`config.mk`:
```
export PLATFORM = sky130hd
export DESIGN_NAME = llc_way_select
export DESIGN_NICKNAME = d
export VERILOG_FILES = /design/src/logic/llc_pkg.sv /design/src/logic/llc_way_select.sv
export SDC_FILE = /design/constraint.sdc
export NUM_CORES = 1
export LEC_CHECK = 0
export BUFFER_PORTS_ARGS = -buffer_cell sky130_fd_sc_hd__buf_2
export CORE_AREA = 5 5 63 65
export DETAILED_ROUTE_END_ITERATION = 8
export DIE_AREA = 0 0 68 70
export GPL_ROUTABILITY_DRIVEN = 0
export PLACE_DENSITY_LB_ADDON = 0.2
export SYNTH_ARGS = -nofsm -noshare
export SYNTH_HDL_FRONTEND = slang
export SYNTH_SLANG_ARGS = --single-unit
```
`constraint.sdc`:
```
create_clock -name vclk -period 1.8
set_clock_uncertainty 0.2 [all_clocks]
set_input_delay 0.36 -clock vclk [all_inputs]
set_output_delay 0.36 -clock vclk [all_outputs]
set_load 0.01 [all_outputs]
```
`src/logic/llc_pkg.sv`:
```
`default_nettype none

package llc_pkg;

    localparam int llc_set_bits  = 6;
    localparam int llc_ways      = 4;
    localparam int llc_bank_bits = 1;
    localparam int llc_tag_bits  = 16;
    localparam int line_bits     = 128;

    typedef logic [llc_set_bits-1:0]     llc_set_t;
    typedef logic [$clog2(llc_ways)-1:0] llc_way_t;
    typedef logic [llc_tag_bits-1:0]     llc_tag_t;
    typedef logic [line_bits-1:0]        line_t;

    // invalid must stay zero, the init sweep writes all-zero metadata
    typedef enum logic [1:0] {
        llc_invalid  = 2'd0,
        llc_valid    = 2'd1,
        llc_shared   = 2'd2,
        llc_modified = 2'd3
    } llc_state_t;

    typedef struct packed {
        llc_tag_t   tag;
        llc_state_t state;
        logic       dirty;
        logic       hprot;
        logic [3:0] owner;
        logic [7:0] sharers;
    } llc_meta_t;

    typedef enum logic {
        llc_op_lookup = 1'b0,
        llc_op_fill   = 1'b1
    } llc_op_t;

    typedef struct packed {
        llc_op_t   op;
        llc_set_t  set;
        llc_tag_t  tag;
        line_t     line;
        llc_meta_t meta;
    } llc_req_t;

    typedef struct packed {
        logic      hit;
        llc_way_t  way;
        line_t     line;
        llc_meta_t meta;
        logic      evicted;
        llc_meta_t victim_meta;
    } llc_rsp_t;

endpackage

`default_nettype wire

```
`src/logic/llc_way_select.sv`:
```
`timescale 1ns/10ps
`default_nettype none

module llc_way_select import llc_pkg::*; #(
    parameter int WAYS = llc_ways
) (
    input  llc_meta_t [WAYS-1:0] rd_meta,
    input  llc_tag_t             tag,
    input  llc_way_t             rd_evict_way,
    output logic                 hit,
    output llc_way_t             hit_way,
    output llc_way_t             target_way
);

    logic [WAYS-1:0] way_hit;

    // only a live line can match
    always_comb begin
        for (int w = 0; w < WAYS; w++) begin
            way_hit[w] = (rd_meta[w].state != llc_invalid) &&
                         (rd_meta[w].tag == tag);
        end
    end

    // lowest matching way wins
    always_comb begin
        hit_way = '0;
        for (int w = WAYS - 1; w >= 0; w--) begin
            if (way_hit[w]) begin
                hit_way = llc_way_t'(w);
            end
        end
    end

    assign hit = |way_hit;

    // miss goes to the way under the round-robin pointer
    assign target_way = hit ? hit_way : rd_evict_way;

    // fills overwrite on a hit, so a tag lives in one way of a set only
    always_comb begin
        assert ($onehot0(way_hit))
            else $error("llc_way_select: tag %h hits in ways %b", tag, way_hit);
    end

endmodule

`default_nettype wire

```
# Word-level counts from Yosys, hierarchy flattened
# Cells that the tools add are included.
# totals
register_bits,0
word_cells,18
# classes
eq_ne,4
mux,5
n_reduce_logical,9
# op_table
op,n
equality test 16 bit,4
two-way mux 2 bit,5
nonzero test 2 bit,4
logical AND 1 bit,4
OR reduction 4 bit,1

# Depth between registers and ports, before layout
# logic_depth
word_depth,7
ltp_mapped,7
ltp_nobuf,6

# Least setup slack after synthesis
# OpenSTA, ideal clock, no wires.
# synth_timing
path_type,input to output
start,input port tag[3]
end,output port hit_way[0]
arrival_time_ps,1521
setup_slack_ps,-281
stages,6
path_buffers,1
cell_sequence,clkbuf_1 -> xnor2_1 -> nand4_1 -> nor4_4 -> nand2_1 -> a21oi_1
# synth_via
elab_chain_cells,6
elab_cells_between_ends,12
cone_classes,eq/ne (4); mux (4); reduce/logical (4)
# synth_rtl
item,line,source
start: declaration,llc_way_select.sv:8,"input llc_tag_t tag,"
equality test 16 bit,llc_way_select.sv:21,(rd_meta[w].tag == tag);
logical AND 1 bit,llc_way_select.sv:20,way_hit[w] = (rd_meta[w].state != llc_invalid) &&
two-way mux 2 bit (3 in series),llc_way_select.sv:29,if (way_hit[w]) begin
two-way mux 2 bit *,llc_way_select.sv:29,
end: declaration,llc_way_select.sv:11,"output llc_way_t hit_way,"
# Every way passes the cells marked *; elsewhere a longest branch is shown, timed or not.

# Worst setup path after layout
# layout_timing
start,input port rd_meta[118] (netlist bit)
end,output port target_way[0]
# layout_via
elab_chain_cells,7
elab_cells_between_ends,8
cone_classes,eq/ne (1); mux (5); reduce/logical (2)
# layout_rtl
item,line,source
start: declaration,llc_way_select.sv:7,"input llc_meta_t [WAYS-1:0] rd_meta,"
equality test 16 bit *,llc_way_select.sv:21,
logical AND 1 bit *,llc_way_select.sv:20,
two-way mux 2 bit (4 in series),llc_way_select.sv:29,
two-way mux 2 bit *,llc_way_select.sv:38,assign target_way = hit ? hit_way : rd_evict_way;
end: declaration,llc_way_select.sv:12,output llc_way_t target_way
# Marked as above.

==> flow_summary.yaml <==
run_status:
  outcome: "finished, violations left"
  violations: "negative setup slack"
run:
  maxCapViolCount: 0
finish:
  nClkBuffers: 0
  design.seq.count: 0
  areaGrowthSynthToFinish_pct: 117
  nFillCells: 352
  final_cell_mix: "buf_2 (84), xnor2_1 (29), xor2_1 (26)"
  drive_gt1_share_pct: 64.7
  final_common_cell: "buf_2"
  insertedDiodeCount: 0
  regArea_um2: 0
  final-instance-count-excl-fill: 267
  utilization_pct: 53.4
  nets: 369
timing:
  rsz0062_at_grt: "yes"
  post-route-min-period_ns: 2.35
  setup_viol: 5
  max_freq_mhz: 426
  slew_headroom_pct: 76.3
  fin_crit_sh_pct: 131
  fin_ws_ns: -0.549
  tightest_slew_ns: 0.351
  setup-tns-final_ns: -2.67
  hold_violations: 0
  drv_slew: 0
setup_path:
  critical_path_class: "in2out"
  crit_arrival_ns: 1.79
  critical_path_buf_inv_count: 3
  slowest_stage: "nor4_1"
  worstSetupStartpointType: "input port"
  crit_required_ns: 1.24
  critPathMaxFanout: 5
  critPathMaxStageDelay_ns: 0.30
  crit_cells: 9
  crit_family: "simple AND/OR/NAND/NOR gates"
  path_cells: "buf_6 > xor2_1 > nor4_1 > nand2_1 > nor4_4 > buf_4 > o21ai_2 > a21oi_2 > buf_2"
  endpoint_kind: "output port"
global_routing:
  grt_pass1_vias: 1142
  grt_usage_pct: 13.9
  grt_pass1_wl_um: 5190
  grt_overflow: 0
  grt_max_degree: 6
  antenna_found_initial: 0
detailed_routing:
  vias_per_cell: 4.13
  drt-pass1-iter-count: 2
  dr.first_iter.drc_count: 15
  dr_total_vias: 1102
  wire_per_inst_um: 13.3
  finalWirelength_um: 3540
  drt.antenna.violating_nets: 0
  drc_errors: 0
floorplanning:
  start_util_pct: 24.6
  die_w_um: 68
  dieArea_um2: 4760
  ios: 151
  die_y_um: 70
  core_area_um2: 3280
  rows: 21
place:
  dpl.cell_count: 263
  dp_slack_ns: -0.625
  dp_hpwl_um: 3180
  io_buffers: 95
logic_synthesis:
  synth_area_um2: 810
  seq_area_frac_synth_pct: 0
  syn_avg_cell_area_um2: 7.71
  synth.distinct_cells: 18
  yosysWarnings: 0
  synthCells: 105
  syn_nets: 251
pwr:
  p_per_area_nw_per_um2: 214
  worst_ir_drop_vdd_v: 0.0000879
  p_leak_nw: 0.850
min_path:
  hold_class: "in2out"
  hold_depth: 4
==> logic make-up after synthesis <==
group,count (synthesis),share of synthesized area [%]
xor+xnor,64,69.2
simple gates,31,24.3
compound gates,7,5.10
buf+inv,3,1.39
==> layout make-up <==
class / instances / area [µm²] / share of cell area, %
multi-input cells: 102 / 943 / 53.7
repair buffers: 119 / 754 / 43.0
well taps: 46 / 57.6 / 3.28
==> power by group <==
part	internal [mW]	total, mW	switching, mW
Combinational	0.222	0.377	0.155
Sequential	0	0	0
Clock	0	0	0
==> cell usage after synthesis (2+ instances only) <==
master    instances  area, µm²
xnor2_1          36        315
xor2_1           28        245
nor4_1            8       50.1
nand4_1           6       37.5
nand2_1           4       15.0
clkbuf_1          3       11.3
nand3_1           3       15.0
nor2_1            3       11.3
o21ai_0           3       15.0
a21oi_1           2       10.0
nor3_1            2       10.0
==> metrics by stage <==
step	power, mW	hold slack, ns	instance area [µm²]
after floorplan	0.142	0.707	830
after global placement	0.321	0.849	1500
after detailed placement	0.322	0.846	1500
after CTS	0.360	0.848	1650
after global routing	0.413	0.916	1760
final	0.377	0.859	1760
==> what timing repair did <==
item | 4_1_cts | 5_1_grt
pin swaps | 22 | 20
hold buffers | 0 | 0
gates resized for setup | 28 | 18
buffers inserted | 1 | 3
endpoints found under the setup margin | 5 | 5
gates cloned | 0 | 0
==> path summary, 6_finish.rpt <==
kind	start	end	slack, ns
min	rd_evict_way[1]	target_way[1]	0.86
max	rd_meta[118]	target_way[0]	-0.55
==> routing by layer <==
| metal | wire length (µm) | share of wire (%) | global-route usage, % | up-vias |
|---|---|---|---|---|
| li1 | - | - | - | 589 |
| met1 | 1460 | 41 | 17.7 | 459 |
| met2 | 1710 | 48 | 25.4 | 54 |
| met3 | 368 | 10 | 2.40 | 0 |
| met4 | 0 | 0 | 0 | 0 |
| met5 | 0 | 0 | 0 | - |
==> worst min-delay path, delay by kind of cell <==
kind / cells / cell delay, ns
simple gates: 2 / 0.12
buf+inv: 2 / 0.22
Power figures use the tool's default switching activity.
