<file path="config.mk">
export PLATFORM = sky130hd
export DESIGN_NAME = llc_ctrl
export DESIGN_NICKNAME = d
export VERILOG_FILES = /design/src/logic/llc_pkg.sv /design/src/logic/llc_ctrl.sv
export SDC_FILE = /design/constraint.sdc
export NUM_CORES = 1
export LEC_CHECK = 0
export ABC_AREA = 1
export ABC_CLOCK_PERIOD_IN_PS = 10700
export BUFFER_PORTS_ARGS = -buffer_cell sky130_fd_sc_hd__buf_2
export CAP_MARGIN = 20
export CORE_AREA = 5 5 459 461
export CTS_CLUSTER_DIAMETER = 50
export DETAILED_ROUTE_END_ITERATION = 12
export DIE_AREA = 0 0 464 466
export MAX_ROUTING_LAYER = met4
export REMOVE_ABC_BUFFERS = 1
export SLEW_MARGIN = 20
export SYNTH_ARGS = -nofsm -noshare
export SYNTH_HDL_FRONTEND = slang
export SYNTH_SLANG_ARGS = --single-unit
</file>
<file path="constraint.sdc">
create_clock -name clk -period 10.7 [get_ports clk]
set_input_delay 0.535 -clock clk [delete_from_list [all_inputs] [get_ports clk]]
set_output_delay 0.535 -clock clk [all_outputs]
set_load 0.01 [all_outputs]
</file>
<file path="src/logic/llc_pkg.sv">
`default_nettype none

package llc_pkg;

    localparam int llc_set_bits  = 6;
    localparam int llc_ways      = 4;
    localparam int llc_bank_bits = 1;
    localparam int llc_tag_bits  = 16;
    localparam int line_bits     = 128;

    typedef logic [llc_set_bits-1:0]     llc_set_t;
    typedef logic [$clog2(llc_ways)-1:0] llc_way_t;
    typedef logic [llc_tag_bits-1:0]     llc_tag_t;
    typedef logic [line_bits-1:0]        line_t;

    // invalid must stay zero, the init sweep writes all-zero metadata
    typedef enum logic [1:0] {
        llc_invalid  = 2'd0,
        llc_valid    = 2'd1,
        llc_shared   = 2'd2,
        llc_modified = 2'd3
    } llc_state_t;

    typedef struct packed {
        llc_tag_t   tag;
        llc_state_t state;
        logic       dirty;
        logic       hprot;
        logic [3:0] owner;
        logic [7:0] sharers;
    } llc_meta_t;

    typedef enum logic {
        llc_op_lookup = 1'b0,
        llc_op_fill   = 1'b1
    } llc_op_t;

    typedef struct packed {
        llc_op_t   op;
        llc_set_t  set;
        llc_tag_t  tag;
        line_t     line;
        llc_meta_t meta;
    } llc_req_t;

    typedef struct packed {
        logic      hit;
        llc_way_t  way;
        line_t     line;
        llc_meta_t meta;
        logic      evicted;
        llc_meta_t victim_meta;
    } llc_rsp_t;

endpackage

`default_nettype wire

</file>
<file path="src/logic/llc_ctrl.sv">
`timescale 1ns/10ps
`default_nettype none

module llc_ctrl import llc_pkg::*; #(
    parameter int SET_BITS = llc_set_bits,
    parameter int WAYS     = llc_ways
) (
    input  logic                 clk,
    input  logic                 reset,
    input  logic                 req,
    input  llc_req_t             req_data,
    output logic                 ack,
    output llc_rsp_t             rsp,
    output logic                 rd_en,
    output llc_set_t             set,
    output logic                 wr_en,
    output llc_way_t             wr_way,
    output llc_meta_t            wr_meta,
    output line_t                wr_line,
    output logic                 evict_wr_en,
    output llc_way_t             evict_wr_data,
    input  llc_meta_t [WAYS-1:0] rd_meta,
    input  line_t [WAYS-1:0]     rd_line,
    input  logic                 hit,
    input  llc_way_t             hit_way,
    input  llc_way_t             target_way
);

    typedef enum logic [2:0] {
        st_init,
        st_idle,
        st_read,
        st_compare,
        st_write,
        st_done
    } state_t;

    state_t              state;
    logic [SET_BITS-1:0] sweep_set;
    logic                req_seen;
    llc_req_t            req_q;
    logic                hit_q;
    llc_way_t            way_q;
    llc_way_t            next_ptr;
    llc_meta_t           fill_meta;
    llc_meta_t           victim;
    logic                is_fill;

    assign is_fill = (req_q.op == llc_op_fill);
    assign victim  = rd_meta[target_way];

    always_ff @(posedge clk) begin
        if (reset) begin
            state     <= st_init;
            sweep_set <= '0;
            req_seen  <= 1'b0;
            ack       <= 1'b0;
        end else begin
            // this register is the capture cycle of the handshake
            req_seen <= req;
            case (state)
                st_init: begin
                    sweep_set <= sweep_set + 1'b1;
                    if (&sweep_set) begin
                        state <= st_idle;
                    end
                end
                st_idle: begin
                    if (req_seen) begin
                        state <= st_read;
                    end
                end
                st_read: begin
                    state <= st_compare;
                end
                st_compare: begin
                    if (is_fill) begin
                        state <= st_write;
                    end else begin
                        state <= st_done;
                        ack   <= 1'b1;
                    end
                end
                st_write: begin
                    state <= st_done;
                    ack   <= 1'b1;
                end
                st_done: begin
                    if (!req_seen) begin
                        state <= st_idle;
                        ack   <= 1'b0;
                    end
                end
                default: begin
                    state <= st_init;
                end
            endcase
        end
    end

    always_ff @(posedge clk) begin
        if (state == st_idle && req_seen) begin
            req_q <= req_data;
        end
        if (state == st_compare) begin
            hit_q           <= hit;
            way_q           <= target_way;
            rsp.hit         <= hit;
            rsp.way         <= is_fill ? target_way : hit_way;
            rsp.line        <= hit ? rd_line[hit_way] : '0;
            rsp.meta        <= hit ? rd_meta[hit_way] : '0;
            rsp.evicted     <= is_fill && !hit && (victim.state != llc_invalid);
            rsp.victim_meta <= (is_fill && !hit) ? victim : '0;
        end
    end

    // stored tag always comes from the request
    always_comb begin
        fill_meta     = req_q.meta;
        fill_meta.tag = req_q.tag;
    end

    assign next_ptr = (way_q == llc_way_t'(WAYS - 1)) ? '0 : way_q + 1'b1;

    assign rd_en         = (state == st_read);
    assign set           = (state == st_init) ? llc_set_t'(sweep_set) : req_q.set;
    assign wr_en         = (state == st_write);
    assign wr_way        = way_q;
    assign wr_meta       = (state == st_init) ? '0 : fill_meta;
    assign wr_line       = (state == st_init) ? '0 : req_q.line;
    assign evict_wr_en   = (state == st_init) || ((state == st_write) && !hit_q);
    assign evict_wr_data = (state == st_init) ? '0 : next_ptr;

    // ack only answers a request that was up on the previous edge
    assert property (@(posedge clk) disable iff (reset) $rose(ack) |-> $past(req))
        else $error("llc_ctrl: ack rose without a request");

endmodule

`default_nettype wire

</file>
Yosys cells after proc, flatten, opt, wreduce, memory -nomap -nowiden
Index checks and enable logic that the tools add are counted.

cells by class
  add/sub/neg operators = 2
  reduce and logical (&&, ||, !) cells = 13
  eq/ne operators = 10
  $lt $le $gt $ge = 2
  mux-type cells = 20

operator list
  cell                                                                   count
  128-bit binary-select mux with 2-bit select                            1
  128-bit 2-to-1 mux                                                     2
  32-bit binary-select mux with 2-bit select                             2
  32-bit 2-to-1 mux                                                      3
  3-bit case mux with 6 select lines                                     1
  3-bit 2-to-1 mux                                                       3
  2-bit != test (second input constant)                                  4
  6-bit by 1-bit adder with 6-bit output (second input constant)         1
  3-bit by 2-bit == test with 1-bit output (second input constant)       2
  3-bit == test (second input constant)                                  2
  2-bit by 3-bit < comparator with 1-bit output (second input constant)  2
  2-bit 2-to-1 mux                                                       3
  6-bit 2-to-1 mux                                                       1
  3-bit AND reduction                                                    2
  6-bit AND reduction                                                    1
  1-bit logical AND                                                      4
  3-bit by 1-bit == test with 1-bit output (second input constant)       1
  3-bit logical NOT                                                      1
  1-bit 2-to-1 mux                                                       3
  1-bit case mux with 3 select lines                                     1
  3-bit nonzero test                                                     1
  2-bit by 1-bit adder with 2-bit output (second input constant)         1
  2-bit == test (second input constant)                                  1
  1-bit logical NOT                                                      2
  other kinds (2)                                                        2

word-level totals
  logic and storage cells = 77
  output and inout bits = 370
  bits in registers = 376
  input port bits = 831

Logic depth before layout (Yosys ltp)
Gate-level depths: netlist of the first run.

  depth after elaboration = 4
  depth in mapped cells = 8
  mapped depth without buffers = 7

Least setup slack after synthesis of the first run
Ideal clock, no wire load.

  path kind = reg2reg
  from = register state[2]
  to = register req_q (netlist bit fill_meta[0]), enable pin
  arrival = 7.533 ns
  setup slack = 2.471 ns
  buffers on the path = 1
  clock period less this slack = 8.229 ns
  cell stages (with the launch flop) = 5
  library setup time = 0.696 ns
  cell sequence = dfxtp_1 buf_2 inv_1 nand3_1 nor2_1

between the ends
  cells in the longest elaborated chain, start to end = 2

ends and longest elaborated chain
  element                                   line             source
  from (decl)                               llc_ctrl.sv:38   state_t state;
  from (signal assigned)                    llc_ctrl.sv:54   state <= st_init;
  from (signal assigned)                    llc_ctrl.sv:65   state <= st_idle;
  from (signal assigned)                    llc_ctrl.sv:70   state <= st_read;
  3-bit by 1-bit == test with 1-bit output  llc_ctrl.sv:102  if (state == st_idle && req_seen) begin
  1-bit logical AND                         llc_ctrl.sv:102
  to (signal assigned)                      llc_ctrl.sv:103  req_q <= req_data;
  to (decl)                                 llc_ctrl.sv:41   llc_req_t req_q;

No other way between the ends.
A chain may end at the register's enable or synchronous reset.

Worst setup path after layout of the first run
  from = register state[0]
  to = output port wr_line[38]

between the ends
  cells in the longest elaborated chain, start to end = 2

ends and longest elaborated chain
  element             line             source
  3-bit logical NOT   llc_ctrl.sv:130  assign wr_line = (state == st_init) ? '0 : req_q.line;
  128-bit 2-to-1 mux  llc_ctrl.sv:130
  to (decl)           llc_ctrl.sv:19   output line_t wr_line,

No other way between the ends.

==> results.yml, run 1 <==
status:
  status: "completed"
die:
  die_area_um2: 216000
  die_w_um: 464
  rows: 167
  die-height_um: 466
  initial_core_util_pct: 9.64
  pin_count: 1201
  core_area_um2: 206000
worst_setup_path:
  worstSetupPathType: "flip-flop to output port"
  r2r_setup_slack_ps: 7410
  critPathLaunchType: "flip-flop"
  crit_required_ps: 10170
  cp-end-kind: "output port"
  cp.arrival_ps: 3520
  path_max_fanout: 90
synthesis:
  ys_types: 29
  async_flop_share_pct: 0
  syn_avg_cell_area_um2: 8.82
  ys_seq_area_share_pct: 56.3
  ys_ff_latch: 376
  yosys_warnings: 0
  synth_flop_cell: "edfxtp_1"
  synth_area_um2: 19900
  synth_edf_count: 365
  synthCells: 2250
routing:
  viasPerCell: 3.48
  drt_wl_total_um: 152000
  wire_per_inst_um: 24.0
  dr.pass1.iters: 5
  postRouteAntennaNets: 0
  drc: 0
  drt_first_iter_violations: 1546
  num_vias: 22027
cells_and_area:
  nets: 4359
  layout_common_cells: "1180 x buf_2, 691 x nor2_1, 365 x edfxtp_1, 239 x inv_1, 239 x a21oi_1"
  layout_commonest_cell: "buf_2"
  syn2layout_area_growth_pct: 65.3
  drive_gt1_share_pct: 39.5
  final_cells: 6329
clock_network:
  cts_sinks: 376
  tritoncts: "yes"
  cts-resized-gates: 0
  h-tree-depth: 3
  insertion_delay_ps: 670
  clock_path_buffers: 3
  root_buffer: "clkbuf_16"
  cts_setup_buffers: 0
  clk_pin_slew_ps: 60
  cts_made_buffers: 81
sta:
  finalHoldViolations: 0
  min_period_ps: 4060
  tightest_slew_ps: 996
  setup_violations: 0
  fin_skew_ps: 35.6
  slew_headroom_pct: 33.6
  drv_slew: 0
  timing.setup.tns_ps: 0
  rsz0062_at_grt: "false"
  fmax_mhz: 246
  period_share_pct: 37.9
grt:
  grt_max_degree: 130
  grt.total_usage_pct: 13.7
  grt_pass1_wl_um: 195000
  grt_pass1_vias: 21837
  overflow: 0
  antenna_found_initial: 66
place:
  dpl.hpwl_um: 125000
  post-place-cells: 5992
  port_buffers: 1184
  gp_congestion: 0.996
min_path:
  holdCritPathClass: "input pin to flip-flop"
job:
  drv_cap: 0
power:
  total_leakage_power_nw: 14.2
  max-vdd-ir-drop_mv: 0.0999
  power_density_nw_per_um2: 145
[per-layer routing]
metal  up-vias  wire, um  track usage [%]
li1      10147         -                -
met1     10378     55700             14.3
met2      1280     78200             24.5
met3       222     12200             4.01
met4         0      5480             5.01
met5         -         0                -
[worst max-delay path, cell delays in order, from the launching register on]
cell     delay [ps]
dfxtp_1         370
nor2_2          210
nand2_2         230
inv_6           560
buf_4           790
nor2_1          260
buf_2           220
[cells by family (layout without fill, tap and decap cells)]
| family | count (synthesis) | in the layout | share of synthesized area, % |
|---|---|---|---|
| AND/OR/NAND/NOR | 804 | 804 | 15.6 |
| buffers and inverters | 412 | 1755 | 9.55 |
| other | 0 | 32 | 0 |
| flip-flops | 376 | 376 | 56.3 |
| AO/OA/AOI/OAI | 656 | 656 | 18.4 |
| adder cells (fa/ha/maj) | 2 | 2 | 0.126 |
[timing repair]
item / in CTS / in global routing
hold endpoints to repair: 155 / 0
hold buffers: 155 / 0
setup endpoints to repair: 0 / 0
[Yosys cell counts (22+ instances only)]
master	count	area [um^2]
a21oi_1	239	1200
a21oi_2	22	193
buf_2	50	250
buf_6	24	270
clkbuf_1	42	158
clkbuf_2	23	115
edfxtp_1	365	11000
inv_1	240	901
nand2_1	73	274
nor2_1	692	2600
o211ai_1	40	300
o211ai_2	24	300
o21ai_0	225	1130
o21ai_1	104	521
[power by group]
group / internal, mW / leakage (nW) / switching [mW] / total (mW)
Combinational: 0.227 / 9.42 / 0.287 / 0.514
Clock: 1.58 / 1.35 / 1.03 / 2.61
Sequential: 1.62 / 3.40 / 0.00144 / 1.62
Total: 3.43 / 14.2 / 1.32 / 4.75
[through the flow]
step	power [mW]	hold WS (ps)	setup WS (ps)	area (um^2)	util [%]
floorplan	1.82	463	2520	18900	-
finish	4.75	88.9	6640	32800	15.9
CTS	4.88	1.12	6480	32700	15.9
global route	4.98	20.8	6320	32800	15.9
global placement	2.10	487	7170	28400	13.8
detailed placement	2.11	497	7170	28400	13.8
[worst paths after layout]
check	from	to	cells after the start
worst max-delay path	state[0]	wr_line[38]	6
worst min-delay path	req_data[152]	req_q[152]	1
worst max register to register	state[0]	rsp[120]	5
worst min register to register	ack	ack	2
[state kept, by name (all words and copies together), names as in the netlist]
register and count:
ack 1, req_seen 1, fill_meta 32, wr_way 2, sweep_set 6, hit_q 1, req_q 134, is_fill 1
rsp 195, state 3
[layout make-up]
| class | instances | area [um^2] |
|---|---|---|
| fill | 23511 | 173000 |
| clock buffer | 88 | 2050 |
| timing repair buffer | 1361 | 7680 |
| antenna | 32 | 80.1 |
| multi-input combinational | 1462 | 6790 |
| tap | 2704 | 3380 |
| clock inverter | 62 | 717 |
| inverter | 244 | 938 |
| sequential | 376 | 11200 |
Note: power is estimated with default switching activity, not from simulation.
==> run 2, diff against run 1 <==
Settings changed: ABC_CLOCK_PERIOD_IN_PS 10700 to 3800.
Clock period 10.7 ns to 3.8 ns, I/O delays scaled along.
==> run 2 against run 1 <==
  * Final cell count up 8.2%
  * First-iteration DRC count up 9.7%
  * Sequential power rose to 2.8 times the previous value
  * Core utilization up 2.5 points
  * Register-to-register slack worse by 6100 ps
  * Clock skew down 8.0 ps
  * Worst setup slack worse by 5800 ps
==> results.yml, run 2 (synthesis gave the netlist of run 1 again) <==
clock_network:
  clk_pin_slew_ps: 50
  h-tree-depth: 3
  cts_setup_buffers: 0
  clock_path_buffers: 3
  root_buffer: "clkbuf_16"
  cts_made_buffers: 77
  tritoncts: "yes"
  cts_sinks: 376
  cts-resized-gates: 0
  cts_hold_buf: 666
  insertion_delay_ps: 670
sta:
  fin_skew_ps: 27.5
  period_share_pct: 77.6
  finalHoldViolations: 0
  min_period_ps: 2950
  rsz0062_at_grt: "false"
  slew_headroom_pct: 21.0
  drv_slew: 0
  tightest_slew_ps: 1190
  setup_violations: 0
  fmax_mhz: 339
  holdWs_ps: 61.1
worst_setup_path:
  crit_required_ps: 3610
  critPathLaunchType: "flip-flop"
  worstSetupPathType: "flip-flop to output port"
  path_max_fanout: 63
  r2r_setup_slack_ps: 1320
  cp.arrival_ps: 2760
  cp-end-kind: "output port"
power:
  total_leakage_power_nw: 16.4
  seqPwrFrac_pct: 34.1
  intPower_mw: 9.85
  power.switching_mw: 3.57
  max-vdd-ir-drop_mv: 0.280
  swShare_pct: 26.6
  combPwrFrac_pct: 14.7
  power_density_nw_per_um2: 352
  pwr-share-clk_pct: 51.2
min_path:
  holdCritPathClass: "input pin to flip-flop"
cells_and_area:
  layout_common_cells: "1180 x buf_2, 691 x nor2_1, 666 x dlygate4sd3_1, 365 x edfxtp_1"
  seq_area_um2: 11200
  multi_input_area_um2: 6790
  nets: 4889
  top_register: "rsp"
  syn2layout_area_growth_pct: 91.7
  final_cells: 6851
  layout_commonest_cell: "buf_2"
  largest_reg_flops: 195
  drive_gt1_share_pct: 34.8
  fillCellCount: 23119
routing:
  drt_wl_total_um: 153000
  num_vias: 24274
  wire_per_inst_um: 22.4
  drt_first_iter_violations: 1696
  viasPerCell: 3.54
  drc: 0
  dr.pass1.iters: 6
  postRouteAntennaNets: 0
grt:
  grt_pass1_vias: 24437
  use_met2_pct: 25.4
  met1_usage_pct: 14.1
  grt.busiest_layer: "met2"
  grt_pass1_wl_um: 201000
  overflow: 0
  antenna_found_initial: 60
  met3_usage_pct: 3.85
  grt.total_usage_pct: 13.9
  grt_max_degree: 178
place:
  dpl.hpwl_um: 127000
  port_buffers: 1184
  gp_congestion: 1.02
  post-place-cells: 6015
die:
  die-height_um: 466
  rows: 167
  pin_count: 1201
  initial_core_util_pct: 9.64
  die_area_um2: 216000
  core_area_um2: 206000
  die_w_um: 464
status:
  status: "completed"
job:
  drv_cap: 0
==> run 2: changes by cell type in the layout (fill, tap and decap cells not counted) <==
cell / delta
clkinvlp_4: +9
buf_4: +13
dlygate4sd3_1: +511
inv_8: -11
clkinv_1: -1
clkinv_2: -5
clkbuf_16: -4
inv_6: -3
buf_12: +10
diode_2: -3
clkinv_4: +6
==> run 2: final timing paths <==
path                            cells after the start          from                to
worst max-delay path                                6      state[0]  evict_wr_data[1]
worst min-delay path                                3  rd_line[137]           rsp[74]
worst max register to register                      6       is_fill           rsp[13]
worst min register to register                      2           ack               ack
==> run 2: per-stage QoR <==
step / TNS, ps / instance area [um^2] / setup WS [ps] / power, mW / utilization (%)
after floorplan: -1205680 / 18900 / -4380 / 5.12 / -
after global placement: 0 / 28700 / 1620 / 5.92 / 13.9
after detailed placement: 0 / 28700 / 1560 / 5.94 / 13.9
after CTS: 0 / 38000 / 764 / 13.7 / 18.4
after global routing: 0 / 38100 / 636 / 14.1 / 18.5
final: 0 / 38100 / 850 / 13.4 / 18.5
==> run 2: final cells by class <==
cell class | instances | area share, %
Antenna cell | 29 | 0.191
Multi-Input combinational cell | 1462 | 17.8
Sequential cell | 376 | 29.4
Inverter | 244 | 2.47
Clock buffer | 84 | 5.13
Tap cell | 2704 | 8.89
Clock inverter | 57 | 1.73
Timing Repair Buffer | 1895 | 34.4
==> run 2: worst max-delay path, cell delays in order, from the launching register on <==
cell	delay, ps
dfxtp_1	360
nor2_2	190
nand2_2	220
inv_6	440
buf_4	450
nor2_1	140
buf_2	170
==> run 2: layer usage <==
layer	routed length, um	vias up
li1	-	11191
met1	54100	11439
met2	80100	1380
met3	12300	264
met4	6730	0
met5	0	-
==> run 2: power groups by stage <==
stage | Clock, mW | Sequential, mW | Combinational [mW]
6_report | 6.87 | 4.57 | 1.97
5_1_grt | 7.36 | 4.57 | 2.14
4_1_cts | 7.20 | 4.57 | 1.96
3_5_place_dp | 0 | 4.65 | 1.29
3_3_place_gp | 0 | 4.65 | 1.27
2_1_floorplan | 0 | 4.65 | 0.469
==> run 3, diff against run 2 <==
Settings changed: ABC_AREA 1 to 0, ABC_CLOCK_PERIOD_IN_PS 3800 to 3040, CORE_AREA 5 5 459 461 to 5 5 471 473, DIE_AREA 0 0 464 466 to 0 0 476 478.
Clock period 3.8 ns to 3.04 ns, I/O delays scaled along.
==> run 3 against run 2 <==
  * Register-to-register slack lost 480 ps
  * Critical path type unchanged
  * Via count shrank 26%
  * First-iteration DRC count shrank 42%
  * Power increased by 11%
  * Largest power group unchanged
  * Final area fell by 5.6%
  * Largest cell class unchanged
==> results.yml, run 3 <==
status:
  status: "completed"
clock_network:
  insertion_delay_ps: 680
  clk_pin_slew_ps: 60
  cts_made_buffers: 61
  cts_sinks: 376
  tritoncts: "yes"
  h-tree-depth: 2
  root_buffer: "clkbuf_16"
  clock_path_buffers: 3
  cts-resized-gates: 0
worst_setup_path:
  cp-end-kind: "output port"
  worstSetupPathType: "flip-flop to output port"
  crit_required_ps: 2890
  cp.arrival_ps: 2660
  path_max_fanout: 98
  critPathLaunchType: "flip-flop"
cells_and_area:
  top_register: "rsp"
  fillCellCount: 23771
  drive_gt1_share_pct: 53.1
  layout_commonest_cell: "buf_2"
  nets: 3684
  largest_reg_flops: 195
  syn2layout_area_growth_pct: 93.9
  layout_common_cells: "1180 x buf_2, 554 x dlygate4sd3_1, 365 x edfxtp_1, 321 x and2_1, 192 x mux4_2"
  final_cells: 5805
  fin_util_pct: 16.6
place:
  dpl.hpwl_um: 122000
  post-place-cells: 5087
  port_buffers: 1184
  gp_congestion: 1.01
sta:
  tightest_slew_ps: 907
  setup_violations: 0
  min_period_ps: 2810
  slew_headroom_pct: 39.5
  rsz0062_at_grt: "false"
  fin_skew_ps: 39.2
  fmax_mhz: 356
  period_share_pct: 92.5
  drv_slew: 0
  finalHoldViolations: 0
routing:
  drc: 0
  drt_first_iter_violations: 978
  postRouteAntennaNets: 0
  wire_per_inst_um: 24.0
  num_vias: 17987
  viasPerCell: 3.10
  drt_wl_total_um: 139000
  dr.pass1.iters: 5
synthesis:
  ys_types: 35
  synth_area_um2: 18500
  syn_avg_cell_area_um2: 17.1
  synthCells: 1084
  ys_seq_area_share_pct: 60.3
  synth_top_area_share_pct: 59.1
  ys_ff_latch: 376
  yosys_warnings: 0
  yosysMostFrequentCell: "edfxtp_1"
  async_flop_share_pct: 0
  synth_edf_count: 365
  synth_flop_cell: "edfxtp_1"
  yosysTopAreaCell: "edfxtp_1"
  synth_area_leaders: "edfxtp_1 59%, mux4_2 23%, and2_1 11%"
  ys_top_cells_by_count: "365 x edfxtp_1, 321 x and2_1, 192 x mux4_2, 54 x clkbuf_1, 34 x nor2b_1"
power:
  max-vdd-ir-drop_mv: 0.428
  totalPowerFinal_mw: 14.9
  power.switching_mw: 3.57
  power_density_nw_per_um2: 414
  pwr-share-clk_pct: 46.6
  combPwrFrac_pct: 15.1
  swShare_pct: 24.0
  total_leakage_power_nw: 14.4
  seqPwrFrac_pct: 38.3
  intPower_mw: 11.3
die:
  initial_core_util_pct: 8.56
  die-height_um: 478
  die_area_um2: 228000
  rows: 171
  core_area_um2: 217000
  die_w_um: 476
  pin_count: 1201
grt:
  grt_max_degree: 99
  grt_pass1_vias: 19316
  grt_pass1_wl_um: 174000
  overflow: 0
  antenna_found_initial: 79
  grt.total_usage_pct: 11.9
job:
  drv_cap: 0
min_path:
  holdCritPathClass: "input pin to flip-flop"
-- run 3: cell types whose count changed after synthesis, moves of 104 or more --
| cell | before | now |
|---|---|---|
| mux4_2 | 0 | 192 |
| o21ai_1 | 104 | 0 |
| a21oi_1 | 239 | 7 |
| o21ai_0 | 225 | 4 |
| inv_1 | 240 | 2 |
| and2_1 | 0 | 321 |
| nor2_1 | 692 | 8 |
-- run 3: repair_timing --
item / 4_1_cts / 5_1_grt
endpoints found under the setup margin: 0 / 51
buffers inserted: 0 / 0
endpoints found under the hold margin: 360 / 0
hold buffers: 554 / 0
-- run 3: power groups by stage --
| stage | combinational, mW | clock [mW] | sequential (mW) |
|---|---|---|---|
| detailed placement | 1.48 | 0 | 5.81 |
| floorplan | 0.575 | 0 | 5.81 |
| global placement | 1.44 | 0 | 5.81 |
| global route | 2.40 | 7.41 | 5.70 |
| finish | 2.25 | 6.94 | 5.71 |
| CTS | 2.25 | 7.24 | 5.71 |
-- run 3: worst paths after layout --
kind / to / slack, ps / cells past startpoint / from
max reg2reg: sweep_set[5] / 840 / 3 / state[2]
min reg2reg: sweep_set[1] / 520 / 2 / sweep_set[1]
max: wr_meta[15] / 230 / 4 / state[2]
min: rsp[6] / 80 / 3 / rd_meta[38]
-- run 3: cell families after synthesis --
logic type                 share of synthesized area (%)
DFF                                                 60.3
xor gates and xnor gates                          0.0473
and+or+nand+nor                                     13.2
AOI/OAI and AO/OA                                  0.648
adders and majority gates                          0.135
muxes                                               23.5
buffers and inverters                               2.23
-- run 3: through the flow --
step	cell area [um^2]	worst slack (ps)	hold WS (ps)	setup TNS, ps
floorplan	18100	-6770	221	-2169000
CTS	35800	58.2	0.154	0
global route	35900	23.6	44.6	0
global placement	28200	967	330	0
detailed placement	28200	859	330	0
finish	35900	229	77.5	0
-- run 3: critical path, cell delays in order, from the launching register on --
cell and delay (ps):
dfxtp_1 730, or3_4 520, buf_12 300, and2_1 200
buf_2 140
-- run 3: final cells by class --
cell class                      count  area (um^2)  share of cell area, %
Sequential cell                   376        11200                   31.1
Antenna cell                       49          123                  0.341
Timing Repair Buffer             1792        12100                   33.5
Inverter                            2         7.51                 0.0209
Multi-Input combinational cell    618         6970                   19.4
Clock buffer                       70         1580                   4.40
Tap cell                         2854         3570                   9.93
Clock inverter                     44          464                   1.29
-- run 3: routing by layer --
metal | wire (um) | GRT usage (%) | vias to the layer above
li1 | - | - | 7815
met2 | 74700 | 22.3 | 1152
met3 | 12000 | 3.29 | 234
met1 | 45100 | 11.1 | 8786
met5 | 0 | - | -
met4 | 7640 | 5.59 | 0
